[src/common/decode_pkg.sv]
// Shared widths and encodings for the RV32I decode stage
// Only the base integer set is covered, so every instruction is 32 bits wide
// The encodings below are private to this core and need not match other cores

package decode_pkg;

	// --------------------
	// Widths

	localparam int W_ADDR    = 32;
	localparam int W_DATA    = 32;
	localparam int W_REGADDR = 5;
	localparam int W_ALUSRC  = 1;
	localparam int W_ALUOP   = 4;
	localparam int W_MEMOP   = 4;
	localparam int W_BCOND   = 2;
	localparam int W_EXCEPT  = 3;

	localparam logic [W_ADDR-1:0] RESET_VECTOR = 32'h0000_0080;
	localparam logic [W_ADDR-1:0] INSTR_BYTES  = 32'd4;

	// --------------------
	// Execute-stage control codes

	localparam logic [W_ALUSRC-1:0] ALUSRCA_RS1 = 1'b0;
	localparam logic [W_ALUSRC-1:0] ALUSRCA_PC  = 1'b1;
	localparam logic [W_ALUSRC-1:0] ALUSRCB_RS2 = 1'b0;
	localparam logic [W_ALUSRC-1:0] ALUSRCB_IMM = 1'b1;

	localparam logic [W_ALUOP-1:0] ALUOP_ADD = 4'd0;
	localparam logic [W_ALUOP-1:0] ALUOP_SUB = 4'd1;
	localparam logic [W_ALUOP-1:0] ALUOP_LT  = 4'd2;
	localparam logic [W_ALUOP-1:0] ALUOP_LTU = 4'd3;
	localparam logic [W_ALUOP-1:0] ALUOP_XOR = 4'd4;
	localparam logic [W_ALUOP-1:0] ALUOP_OR  = 4'd5;
	localparam logic [W_ALUOP-1:0] ALUOP_AND = 4'd6;
	localparam logic [W_ALUOP-1:0] ALUOP_SLL = 4'd7;
	localparam logic [W_ALUOP-1:0] ALUOP_SRL = 4'd8;
	localparam logic [W_ALUOP-1:0] ALUOP_SRA = 4'd9;
	// Passes operand B straight through, used by LUI and for store data
	localparam logic [W_ALUOP-1:0] ALUOP_RS2 = 4'd10;

	localparam logic [W_MEMOP-1:0] MEMOP_NONE = 4'd0;
	localparam logic [W_MEMOP-1:0] MEMOP_LB   = 4'd1;
	localparam logic [W_MEMOP-1:0] MEMOP_LH   = 4'd2;
	localparam logic [W_MEMOP-1:0] MEMOP_LW   = 4'd3;
	localparam logic [W_MEMOP-1:0] MEMOP_LBU  = 4'd4;
	localparam logic [W_MEMOP-1:0] MEMOP_LHU  = 4'd5;
	localparam logic [W_MEMOP-1:0] MEMOP_SB   = 4'd6;
	localparam logic [W_MEMOP-1:0] MEMOP_SH   = 4'd7;
	localparam logic [W_MEMOP-1:0] MEMOP_SW   = 4'd8;

	localparam logic [W_BCOND-1:0] BCOND_NEVER  = 2'd0;
	localparam logic [W_BCOND-1:0] BCOND_ZERO   = 2'd1;
	localparam logic [W_BCOND-1:0] BCOND_NZERO  = 2'd2;
	localparam logic [W_BCOND-1:0] BCOND_ALWAYS = 2'd3;

	localparam logic [W_EXCEPT-1:0] EXCEPT_NONE          = 3'd0;
	localparam logic [W_EXCEPT-1:0] EXCEPT_ECALL         = 3'd1;
	localparam logic [W_EXCEPT-1:0] EXCEPT_EBREAK        = 3'd2;
	localparam logic [W_EXCEPT-1:0] EXCEPT_INSTR_ILLEGAL = 3'd3;
	localparam logic [W_EXCEPT-1:0] EXCEPT_INSTR_FAULT   = 3'd4;

	// --------------------
	// Major opcodes, bits 6:2 of the instruction

	localparam logic [4:0] OPC_LOAD   = 5'b00000;
	localparam logic [4:0] OPC_FENCE  = 5'b00011;
	localparam logic [4:0] OPC_OP_IMM = 5'b00100;
	localparam logic [4:0] OPC_AUIPC  = 5'b00101;
	localparam logic [4:0] OPC_STORE  = 5'b01000;
	localparam logic [4:0] OPC_OP     = 5'b01100;
	localparam logic [4:0] OPC_LUI    = 5'b01101;
	localparam logic [4:0] OPC_BRANCH = 5'b11000;
	localparam logic [4:0] OPC_JALR   = 5'b11001;
	localparam logic [4:0] OPC_JAL    = 5'b11011;
	localparam logic [4:0] OPC_SYSTEM = 5'b11100;

	// One instruction word seen through each of the base formats.
	// The quad field is 2'b11 for every legal 32-bit encoding
	typedef union packed {
		struct packed {
			logic [6:0] funct7;
			logic [4:0] rs2;
			logic [4:0] rs1;
			logic [2:0] funct3;
			logic [4:0] rd;
			logic [4:0] opc;
			logic [1:0] quad;
		} r;
		struct packed {
			logic [11:0] imm;
			logic [4:0]  rs1;
			logic [2:0]  funct3;
			logic [4:0]  rd;
			logic [4:0]  opc;
			logic [1:0]  quad;
		} i;
		struct packed {
			logic [6:0] imm_11_5;
			logic [4:0] rs2;
			logic [4:0] rs1;
			logic [2:0] funct3;
			logic [4:0] imm_4_0;
			logic [6:0] opcode;
		} s;
		struct packed {
			logic       imm_12;
			logic [5:0] imm_10_5;
			logic [4:0] rs2;
			logic [4:0] rs1;
			logic [2:0] funct3;
			logic [3:0] imm_4_1;
			logic       imm_11;
			logic [6:0] opcode;
		} b;
		struct packed {
			logic [19:0] imm_31_12;
			logic [4:0]  rd;
			logic [6:0]  opcode;
		} u;
		struct packed {
			logic       imm_20;
			logic [9:0] imm_10_1;
			logic       imm_11;
			logic [7:0] imm_19_12;
			logic [4:0] rd;
			logic [6:0] opcode;
		} j;
	} rv_instr_u;

endpackage

[src/decode_ctrl/decode_ctrl.sv]
// Decode PC, buffer consumption and the current-instruction lock
// A whole word is used at once, so use is either 0 or 2 halfwords
// Fetch must hold the jump target until a lock releases

`timescale 1ns/1ps

module decode_ctrl (
	input  logic                          clk,
	input  logic                          rst_n,

	input  logic [1:0]                    fd_cir_err_i,
	input  logic [1:0]                    fd_cir_vld_i,
	input  logic                          x_stall_i,
	input  logic                          f_jump_now_i,
	input  logic [decode_pkg::W_ADDR-1:0] f_jump_target_i,
	input  logic                          x_jump_not_except_i,

	output logic [1:0]                    df_cir_use_o,
	output logic                          df_cir_flush_behind_o,
	output logic [decode_pkg::W_ADDR-1:0] d_pc_o,
	output logic                          d_starved_o,
	output logic                          bus_fault_o,
	output logic                          lock_hold_o
);

	import decode_pkg::*;

	logic              stall;
	logic              lock_start;
	logic              lock_next;
	logic              lock_q;
	logic [W_ADDR-1:0] pc_q;

	// An error is only reported on a halfword that fetch has marked valid
	assign bus_fault_o = (fd_cir_vld_i > 2'd0 && fd_cir_err_i[0]) ||
		(fd_cir_vld_i > 2'd1 && fd_cir_err_i[1]);

	assign d_starved_o = fd_cir_vld_i < 2'd2;
	assign stall = x_stall_i || d_starved_o;
	assign df_cir_use_o = stall ? 2'd0 : 2'd2;

	// --------------------
	// Current-instruction lock

	// The jump request cannot be gated by the stall without a combinational
	// path back to the bus, so the stalled word is kept and fetch refills
	// behind it. Once the stall clears the word finishes its side effects
	assign lock_start = f_jump_now_i && x_jump_not_except_i && stall;
	assign lock_next = (lock_q && stall) || lock_start;
	assign df_cir_flush_behind_o = lock_start && !lock_q;
	assign lock_hold_o = lock_q;

	always_ff @(posedge clk or negedge rst_n) begin
		if (!rst_n) begin
			lock_q <= 1'b0;
		end else begin
			lock_q <= lock_next;
		end
	end

	// --------------------
	// Program counter

	always_ff @(posedge clk or negedge rst_n) begin
		if (!rst_n) begin
			pc_q <= RESET_VECTOR;
		end else if (f_jump_now_i && !lock_start) begin
			pc_q <= f_jump_target_i;
		end else if (lock_q && !stall) begin
			pc_q <= f_jump_target_i;
		end else if (!stall) begin
			pc_q <= pc_q + INSTR_BYTES;
		end
	end

	assign d_pc_o = pc_q;

endmodule

[src/verilog/imm_offset_gen.sv]
// Immediate and address-offset selection for RV32I
// Purely combinational, selected on the major opcode alone
// Words with a bad opcode still produce a value, which the decoder squashes

`timescale 1ns/1ps

module imm_offset_gen (
	input  logic [decode_pkg::W_DATA-1:0] fd_cir_i,
	output logic [decode_pkg::W_DATA-1:0] d_imm_o,
	output logic [decode_pkg::W_ADDR-1:0] d_addr_offs_o
);

	import decode_pkg::*;

	rv_instr_u         instr;
	logic [W_DATA-1:0] imm_i;
	logic [W_DATA-1:0] imm_s;
	logic [W_DATA-1:0] imm_b;
	logic [W_DATA-1:0] imm_u;
	logic [W_DATA-1:0] imm_j;

	assign instr = fd_cir_i;

	assign imm_i = {{20{instr.i.imm[11]}}, instr.i.imm};
	assign imm_s = {{20{instr.s.imm_11_5[6]}}, instr.s.imm_11_5, instr.s.imm_4_0};
	assign imm_b = {{20{instr.b.imm_12}}, instr.b.imm_11, instr.b.imm_10_5,
		instr.b.imm_4_1, 1'b0};
	assign imm_u = {instr.u.imm_31_12, 12'h000};
	assign imm_j = {{12{instr.j.imm_20}}, instr.j.imm_19_12, instr.j.imm_11,
		instr.j.imm_10_1, 1'b0};

	// Jumps put the link value through the ALU as PC + immediate
	always_comb begin
		case (instr.r.opc)
		OPC_LUI, OPC_AUIPC: d_imm_o = imm_u;
		OPC_JAL, OPC_JALR:  d_imm_o = INSTR_BYTES;
		default:            d_imm_o = imm_i;
		endcase
	end

	always_comb begin
		case (instr.r.opc)
		OPC_JAL:            d_addr_offs_o = imm_j;
		OPC_BRANCH:         d_addr_offs_o = imm_b;
		OPC_STORE:          d_addr_offs_o = imm_s;
		OPC_JALR, OPC_LOAD: d_addr_offs_o = imm_i;
		default:            d_addr_offs_o = '0;
		endcase
	end

endmodule

[src/opcode_decode/opcode_decode.sv]
// RV32I opcode decode into execute-stage controls
// FENCE is treated as a no-op, all CSR and privileged encodings are illegal
// Faults, illegal words and starvation squash every side effect

`timescale 1ns/1ps

module opcode_decode (
	input  logic [decode_pkg::W_DATA-1:0]    fd_cir_i,
	input  logic                             bus_fault_i,
	input  logic                             starved_i,
	input  logic                             lock_hold_i,

	output logic [decode_pkg::W_REGADDR-1:0] d_rs1_o,
	output logic [decode_pkg::W_REGADDR-1:0] d_rs2_o,
	output logic [decode_pkg::W_REGADDR-1:0] d_rd_o,
	output logic [decode_pkg::W_ALUSRC-1:0]  d_alusrc_a_o,
	output logic [decode_pkg::W_ALUSRC-1:0]  d_alusrc_b_o,
	output logic [decode_pkg::W_ALUOP-1:0]   d_aluop_o,
	output logic [decode_pkg::W_MEMOP-1:0]   d_memop_o,
	output logic [decode_pkg::W_BCOND-1:0]   d_branchcond_o,
	output logic                             d_addr_is_regoffs_o,
	output logic [decode_pkg::W_EXCEPT-1:0]  d_except_o
);

	import decode_pkg::*;

	rv_instr_u instr;
	logic      illegal;

	assign instr = fd_cir_i;

	always_comb begin
		// Defaults suit a register-register ALU op
		d_rs1_o = instr.r.rs1;
		d_rs2_o = instr.r.rs2;
		d_rd_o = instr.r.rd;
		d_alusrc_a_o = ALUSRCA_RS1;
		d_alusrc_b_o = ALUSRCB_RS2;
		d_aluop_o = ALUOP_ADD;
		d_memop_o = MEMOP_NONE;
		d_branchcond_o = BCOND_NEVER;
		d_addr_is_regoffs_o = 1'b0;
		d_except_o = EXCEPT_NONE;
		illegal = instr.r.quad != 2'b11;

		case (instr.r.opc)
		OPC_LOAD: begin
			d_addr_is_regoffs_o = 1'b1;
			d_rs2_o = '0;
			case (instr.r.funct3)
			3'd0:    d_memop_o = MEMOP_LB;
			3'd1:    d_memop_o = MEMOP_LH;
			3'd2:    d_memop_o = MEMOP_LW;
			3'd4:    d_memop_o = MEMOP_LBU;
			3'd5:    d_memop_o = MEMOP_LHU;
			default: illegal = 1'b1;
			endcase
		end
		OPC_STORE: begin
			d_addr_is_regoffs_o = 1'b1;
			d_aluop_o = ALUOP_RS2;
			d_rd_o = '0;
			case (instr.r.funct3)
			3'd0:    d_memop_o = MEMOP_SB;
			3'd1:    d_memop_o = MEMOP_SH;
			3'd2:    d_memop_o = MEMOP_SW;
			default: illegal = 1'b1;
			endcase
		end
		OPC_BRANCH: begin
			d_rd_o = '0;
			case (instr.r.funct3)
			3'd0, 3'd1: d_aluop_o = ALUOP_SUB;
			3'd4, 3'd5: d_aluop_o = ALUOP_LT;
			3'd6, 3'd7: d_aluop_o = ALUOP_LTU;
			default:    illegal = 1'b1;
			endcase
			// BNE, BLT and BLTU branch on a nonzero ALU result, the rest on zero
			d_branchcond_o = (instr.r.funct3[0] ^ instr.r.funct3[2]) ?
				BCOND_NZERO : BCOND_ZERO;
		end
		OPC_JAL, OPC_JALR: begin
			d_branchcond_o = BCOND_ALWAYS;
			d_alusrc_a_o = ALUSRCA_PC;
			d_alusrc_b_o = ALUSRCB_IMM;
			d_rs2_o = '0;
			if (instr.r.opc == OPC_JAL) begin
				d_rs1_o = '0;
			end else begin
				d_addr_is_regoffs_o = 1'b1;
				illegal = illegal || instr.r.funct3 != 3'd0;
			end
		end
		OPC_LUI, OPC_AUIPC: begin
			d_aluop_o = (instr.r.opc == OPC_LUI) ? ALUOP_RS2 : ALUOP_ADD;
			d_alusrc_a_o = (instr.r.opc == OPC_LUI) ? ALUSRCA_RS1 : ALUSRCA_PC;
			d_alusrc_b_o = ALUSRCB_IMM;
			d_rs1_o = '0;
			d_rs2_o = '0;
		end
		OPC_OP_IMM: begin
			d_alusrc_b_o = ALUSRCB_IMM;
			d_rs2_o = '0;
			case (instr.r.funct3)
			3'd0: d_aluop_o = ALUOP_ADD;
			3'd1: d_aluop_o = ALUOP_SLL;
			3'd2: d_aluop_o = ALUOP_LT;
			3'd3: d_aluop_o = ALUOP_LTU;
			3'd4: d_aluop_o = ALUOP_XOR;
			3'd5: d_aluop_o = instr.r.funct7[5] ? ALUOP_SRA : ALUOP_SRL;
			3'd6: d_aluop_o = ALUOP_OR;
			3'd7: d_aluop_o = ALUOP_AND;
			endcase
			// Shift immediates keep funct7, only SRAI may set bit 5 of it
			if (instr.r.funct3 == 3'd1 && instr.r.funct7 != 7'h00)
				illegal = 1'b1;
			if (instr.r.funct3 == 3'd5 && instr.r.funct7 != 7'h00 && instr.r.funct7 != 7'h20)
				illegal = 1'b1;
		end
		OPC_OP: begin
			case ({instr.r.funct7, instr.r.funct3})
			{7'h00, 3'd0}: d_aluop_o = ALUOP_ADD;
			{7'h20, 3'd0}: d_aluop_o = ALUOP_SUB;
			{7'h00, 3'd1}: d_aluop_o = ALUOP_SLL;
			{7'h00, 3'd2}: d_aluop_o = ALUOP_LT;
			{7'h00, 3'd3}: d_aluop_o = ALUOP_LTU;
			{7'h00, 3'd4}: d_aluop_o = ALUOP_XOR;
			{7'h00, 3'd5}: d_aluop_o = ALUOP_SRL;
			{7'h20, 3'd5}: d_aluop_o = ALUOP_SRA;
			{7'h00, 3'd6}: d_aluop_o = ALUOP_OR;
			{7'h00, 3'd7}: d_aluop_o = ALUOP_AND;
			default:       illegal = 1'b1;
			endcase
		end
		OPC_FENCE: begin
			d_rs2_o = '0;
			illegal = illegal || instr.r.funct3 != 3'd0;
		end
		OPC_SYSTEM: begin
			d_rs1_o = '0;
			d_rs2_o = '0;
			d_rd_o = '0;
			if (instr.i.rs1 != '0 || instr.i.funct3 != 3'd0 || instr.i.rd != '0)
				illegal = 1'b1;
			else if (instr.i.imm == 12'h000)
				d_except_o = EXCEPT_ECALL;
			else if (instr.i.imm == 12'h001)
				d_except_o = EXCEPT_EBREAK;
			else
				illegal = 1'b1;
		end
		default: illegal = 1'b1;
		endcase

		// --------------------
		// Squash

		if (illegal || starved_i || bus_fault_i) begin
			d_rs1_o = '0;
			d_rs2_o = '0;
			d_rd_o = '0;
			d_memop_o = MEMOP_NONE;
			d_branchcond_o = BCOND_NEVER;
			d_except_o = EXCEPT_NONE;
			// Address bus then reads as zero when the register file resets
			d_addr_is_regoffs_o = 1'b1;
			if (bus_fault_i)
				d_except_o = EXCEPT_INSTR_FAULT;
			else if (illegal && !starved_i)
				d_except_o = EXCEPT_INSTR_ILLEGAL;
		end
		// The locked word's jump has already been taken
		if (lock_hold_i)
			d_branchcond_o = BCOND_NEVER;
	end

endmodule

[src/verilog/decode_stage.sv]
// RV32I decode stage, wiring only
// Fetch must present whole 32-bit words, valid count in halfwords (0 to 2)
// All decode outputs are combinational from the current instruction word

`timescale 1ns/1ps

module decode_stage (
	input  logic                            clk,
	input  logic                            rst_n,

	input  logic [decode_pkg::W_DATA-1:0]   fd_cir_i,
	input  logic [1:0]                      fd_cir_err_i,
	input  logic [1:0]                      fd_cir_vld_i,
	output logic [1:0]                      df_cir_use_o,
	output logic                            df_cir_flush_behind_o,
	output logic [decode_pkg::W_ADDR-1:0]   d_pc_o,

	output logic                            d_starved_o,
	input  logic                            x_stall_i,
	input  logic                            f_jump_now_i,
	input  logic [decode_pkg::W_ADDR-1:0]   f_jump_target_i,
	input  logic                            x_jump_not_except_i,

	output logic [decode_pkg::W_DATA-1:0]   d_imm_o,
	output logic [decode_pkg::W_REGADDR-1:0] d_rs1_o,
	output logic [decode_pkg::W_REGADDR-1:0] d_rs2_o,
	output logic [decode_pkg::W_REGADDR-1:0] d_rd_o,
	output logic [decode_pkg::W_ALUSRC-1:0] d_alusrc_a_o,
	output logic [decode_pkg::W_ALUSRC-1:0] d_alusrc_b_o,
	output logic [decode_pkg::W_ALUOP-1:0]  d_aluop_o,
	output logic [decode_pkg::W_MEMOP-1:0]  d_memop_o,
	output logic [decode_pkg::W_BCOND-1:0]  d_branchcond_o,
	output logic [decode_pkg::W_ADDR-1:0]   d_addr_offs_o,
	output logic                            d_addr_is_regoffs_o,
	output logic [decode_pkg::W_EXCEPT-1:0] d_except_o
);

	logic bus_fault;
	logic starved;
	logic lock_hold;

	assign d_starved_o = starved;

	decode_ctrl u_ctrl (
		.clk                   (clk),
		.rst_n                 (rst_n),
		.fd_cir_err_i          (fd_cir_err_i),
		.fd_cir_vld_i          (fd_cir_vld_i),
		.x_stall_i             (x_stall_i),
		.f_jump_now_i          (f_jump_now_i),
		.f_jump_target_i       (f_jump_target_i),
		.x_jump_not_except_i   (x_jump_not_except_i),
		.df_cir_use_o          (df_cir_use_o),
		.df_cir_flush_behind_o (df_cir_flush_behind_o),
		.d_pc_o                (d_pc_o),
		.d_starved_o           (starved),
		.bus_fault_o           (bus_fault),
		.lock_hold_o           (lock_hold)
	);

	imm_offset_gen u_imm (
		.fd_cir_i      (fd_cir_i),
		.d_imm_o       (d_imm_o),
		.d_addr_offs_o (d_addr_offs_o)
	);

	opcode_decode u_opc (
		.fd_cir_i            (fd_cir_i),
		.bus_fault_i         (bus_fault),
		.starved_i           (starved),
		.lock_hold_i         (lock_hold),
		.d_rs1_o             (d_rs1_o),
		.d_rs2_o             (d_rs2_o),
		.d_rd_o              (d_rd_o),
		.d_alusrc_a_o        (d_alusrc_a_o),
		.d_alusrc_b_o        (d_alusrc_b_o),
		.d_aluop_o           (d_aluop_o),
		.d_memop_o           (d_memop_o),
		.d_branchcond_o      (d_branchcond_o),
		.d_addr_is_regoffs_o (d_addr_is_regoffs_o),
		.d_except_o          (d_except_o)
	);

endmodule

[config.mk]
export PLATFORM = sky130hd
export DESIGN_NAME = decode_stage
export DESIGN_NICKNAME = d
export VERILOG_FILES = /design/src/common/decode_pkg.sv /design/src/decode_ctrl/decode_ctrl.sv /design/src/verilog/imm_offset_gen.sv /design/src/opcode_decode/opcode_decode.sv /design/src/verilog/decode_stage.sv
export SDC_FILE = /design/constraint.sdc
export NUM_CORES = 1
export LEC_CHECK = 0
export ABC_CLOCK_PERIOD_IN_PS = 3300
export BUFFER_PORTS_ARGS = -buffer_cell sky130_fd_sc_hd__buf_2
export CORE_MARGIN = 1
export CORE_UTILIZATION = 45
export CTS_CLUSTER_DIAMETER = 40
export DETAILED_ROUTE_END_ITERATION = 10
export HOLD_SLACK_MARGIN = 0.06
export PLACE_DENSITY_LB_ADDON = 0.08
export REMOVE_ABC_BUFFERS = 1
export SYNTH_ARGS = -nofsm -noshare
export SYNTH_HDL_FRONTEND = slang
export SYNTH_SLANG_ARGS = --single-unit
[constraint.sdc]
create_clock -name clk -period 3.3 [get_ports clk]
set_input_delay 0.66 -clock clk [delete_from_list [all_inputs] [get_ports clk]]
set_output_delay 0.66 -clock clk [all_outputs]
set_load 0.1 [all_outputs]
==> flow_metrics.tcl <==
set metrics [dict create \
    overflow 0 \
    synth_flop_cell "dfrtp_1" \
    io_buffers 202 \
    fin_util_pct 86.3 \
    power.density_mw_per_mm2 451 \
    slew_headroom_pct 43.7 \
    p_total_mw 3.05 \
    rsz0062_at_grt "yes" \
    synth.largest_area_cell "dfrtp_1" \
    dieHeight_um 92.6 \
    grt_use_total_pct 41.2 \
    setup_tns_ns -0.0759 \
    root_buffer "clkbuf_8" \
    coreArea_mm2 0.00785 \
    required_ns 2.64 \
    regArea_um2 827 \
    cts_tree "built" \
    worst_slack_ns -0.0423 \
    io_pins 204 \
    viasPerCell 6.33 \
    clock.fmax_mhz 299 \
    fin_skew_ns 0.00896 \
    final_area_mm2 0.00677 \
    power_leakage_nw 3.07 \
    setup_viol 2 \
    outcome "finished with violations" \
    yosysMostFrequentCell "nand2_1" \
    grt_pass1_vias 5148 \
    avgSynthCellArea_um2 7.11 \
    synthCells 519 \
    seq_area_frac_synth_pct 22.4 \
    grt_max_degree 34 \
    placed_area_mm2 0.00646 \
    fillers 439 \
    die_x_um 92.6 \
    finalNonFillerCells 868 \
    hp-class "input port to async pin" \
    antenna_found_initial 2 \
    grt_first_pass_wirelength_mm 27.6 \
    nNetsFinal 837 \
    ys_top_cells_by_area "dfrtp_1, nand2_1, and2_1" \
    cts_buffers 5 \
    fin_crit_sh_pct 101 \
    critPathArrivalTime_ns 2.68 \
    start_util_pct 47.0 \
    netlist.area_leader.share_pct 21.7 \
    violations "negative setup slack" \
    place_inst 854 \
    synth_warnings 0 \
    clkLatencyLatePin_ns 0.30 \
    ys_top_cells_by_count "nand2_1, dfrtp_1, nand3_1, o21ai_0" \
    path_clk_slew_ns 0.08 \
    synth.cell_area_mm2 0.00369 \
    startpoint_type "input port" \
    maxCapViolCount 0 \
    critPathMaxFanout 18 \
    criticalPathCategory "input port to output port" \
    finalMaxSlewViolations 0 \
    cts-hold-fix-buffers 0 \
    num_rows 32 \
    drt_iter0_drc 594 \
    drc 0 \
    synth_edf_count 0 \
    vias 5494 \
    wl_per_cell_um 20.9 \
    final_antenna_net_count 0 \
    die_area_mm2 0.00857 \
    area_growth_syn_to_layout_pct 83.5 \
    multi_input_area_mm2 0.00262 \
    ys_seq_elements 33 \
    place.gp.congestion 0.945 \
    cp-end-kind "output port" \
    clockBufferDepth 2 \
    synth.distinct_cells 77 \
    tightest_slew_ns 0.845 \
    routed_wl_mm 18.2 \
    dp_hpwl_mm 13.5 \
    drive_gt1_share_pct 42.5 \
    finalCriticalPeriod_ns 3.34 \
    async_flop_share_pct 100 \
    clock_sinks 33 \
    htree_num_levels 2 \
    hold_viol_final 0 \
    ir_worst_vdd_uv 578 \
    drtPass1Iterations 6 \
]
## power breakdown
part / switching, mW / total [mW] / internal [mW]
clock: 0.160 / 0.407 / 0.246
sequential: 0.126 / 0.622 / 0.497
combinational: 1.52 / 2.03 / 0.508
total: 1.80 / 3.05 / 1.25
## flip-flops by register name (all words and copies together), names as in the netlist
register and cells:
u_ctrl.lock_hold_o 1, u_ctrl.d_pc_o 32
## layout by cell type, fill, tap and decap left out, types with 6 or more instances in the layout
cell	instances
a2bb2oi_1	8
nand3_1	28
nand4_1	10
buf_12	86
clkbuf_8	6
and2_1	23
a21o_1	11
dfrtp_1	32
nand2b_1	6
buf_4	85
nor2_1	27
o21ai_0	25
nor3_1	21
a21oi_1	24
inv_1	18
buf_2	111
and3_1	6
nand2_1	80
o22ai_1	8
nor4_1	18
## cell type report
| class | instances | area share, % |
|---|---|---|
| timing repair buffer | 289 | 44.4 |
| clock buffer | 7 | 1.27 |
| clock inverter | 1 | 0.443 |
| tap | 102 | 1.88 |
| inverter | 20 | 1.11 |
| sequential | 33 | 12.2 |
| multi-input combinational | 414 | 38.6 |
| antenna | 2 | 0.0739 |
## what timing repair did
| item | in CTS | in global routing |
|---|---|---|
| setup buffers | 1 | 1 |
| endpoints found under the setup margin | 23 | 23 |
| gates resized for setup | 14 | 20 |
| cloned | 0 | 2 |
| pin swaps | 3 | 1 |
## per-layer routing
metal | track usage, % | wire [µm] | vias to the layer above
met2 | 67.8 | 8700 | 418
met1 | 51.3 | 6760 | 2589
met4 | 18.9 | 843 | 0
li1 | - | - | 2407
met3 | 8.70 | 1860 | 80
met5 | 0 | 0 | -
## final timing paths
| path | from | slack, ns | endpoint | cells after the start |
|---|---|---|---|---|
| worst min register to register | u_ctrl.d_pc_o[17] | 0.52 | u_ctrl.d_pc_o[17] | 1 |
| worst max-delay path | fd_cir_i[26] | -0.04 | d_rs1_o[3] | 10 |
| max in group asynchronous | rst_n | 2.36 | u_ctrl.d_pc_o[22] | 1 |
| min in group clk | u_ctrl.d_pc_o[17] | 0.52 | u_ctrl.d_pc_o[17] | 1 |
| worst max register to register | u_ctrl.lock_hold_o | 0.77 | u_ctrl.d_pc_o[1] | 3 |
| worst min-delay path | rst_n | 0.44 | u_ctrl.d_pc_o[27] | 1 |
## cells by family (layout without fill, tap and decap cells)
family	count (synthesis)	after routing	share of synthesized area [%]
AO/OA/AOI/OAI	141	141	27.4
multiplexers	3	3	0.881
other	1	3	0.102
AND/OR/NAND/NOR	263	263	38.0
adder cells (fa/ha/maj)	1	1	0.339
XOR/XNOR	5	5	1.19
buffers and inverters	72	317	9.63
flip-flops	33	33	22.4
## critical path: stages
cell and delay (ns):
buf_8 0.10, nor4_4 0.41, nand4_1 0.18, nor3_1 0.20, buf_4 0.15, o22ai_4 0.07, buf_12 0.17, nor4_1 0.37
buf_4 0.20, buf_12 0.17
## per-stage QoR
step,hold slack [ns],setup slack (ns)
2_1_floorplan,0.364,-6.85
3_3_place_gp,0.480,-0.270
3_5_place_dp,0.493,-0.267
4_1_cts,0.463,-0.000143
5_1_grt,0.494,-0.120
6_report,0.440,-0.0423
Power figures use the tool's default switching activity.
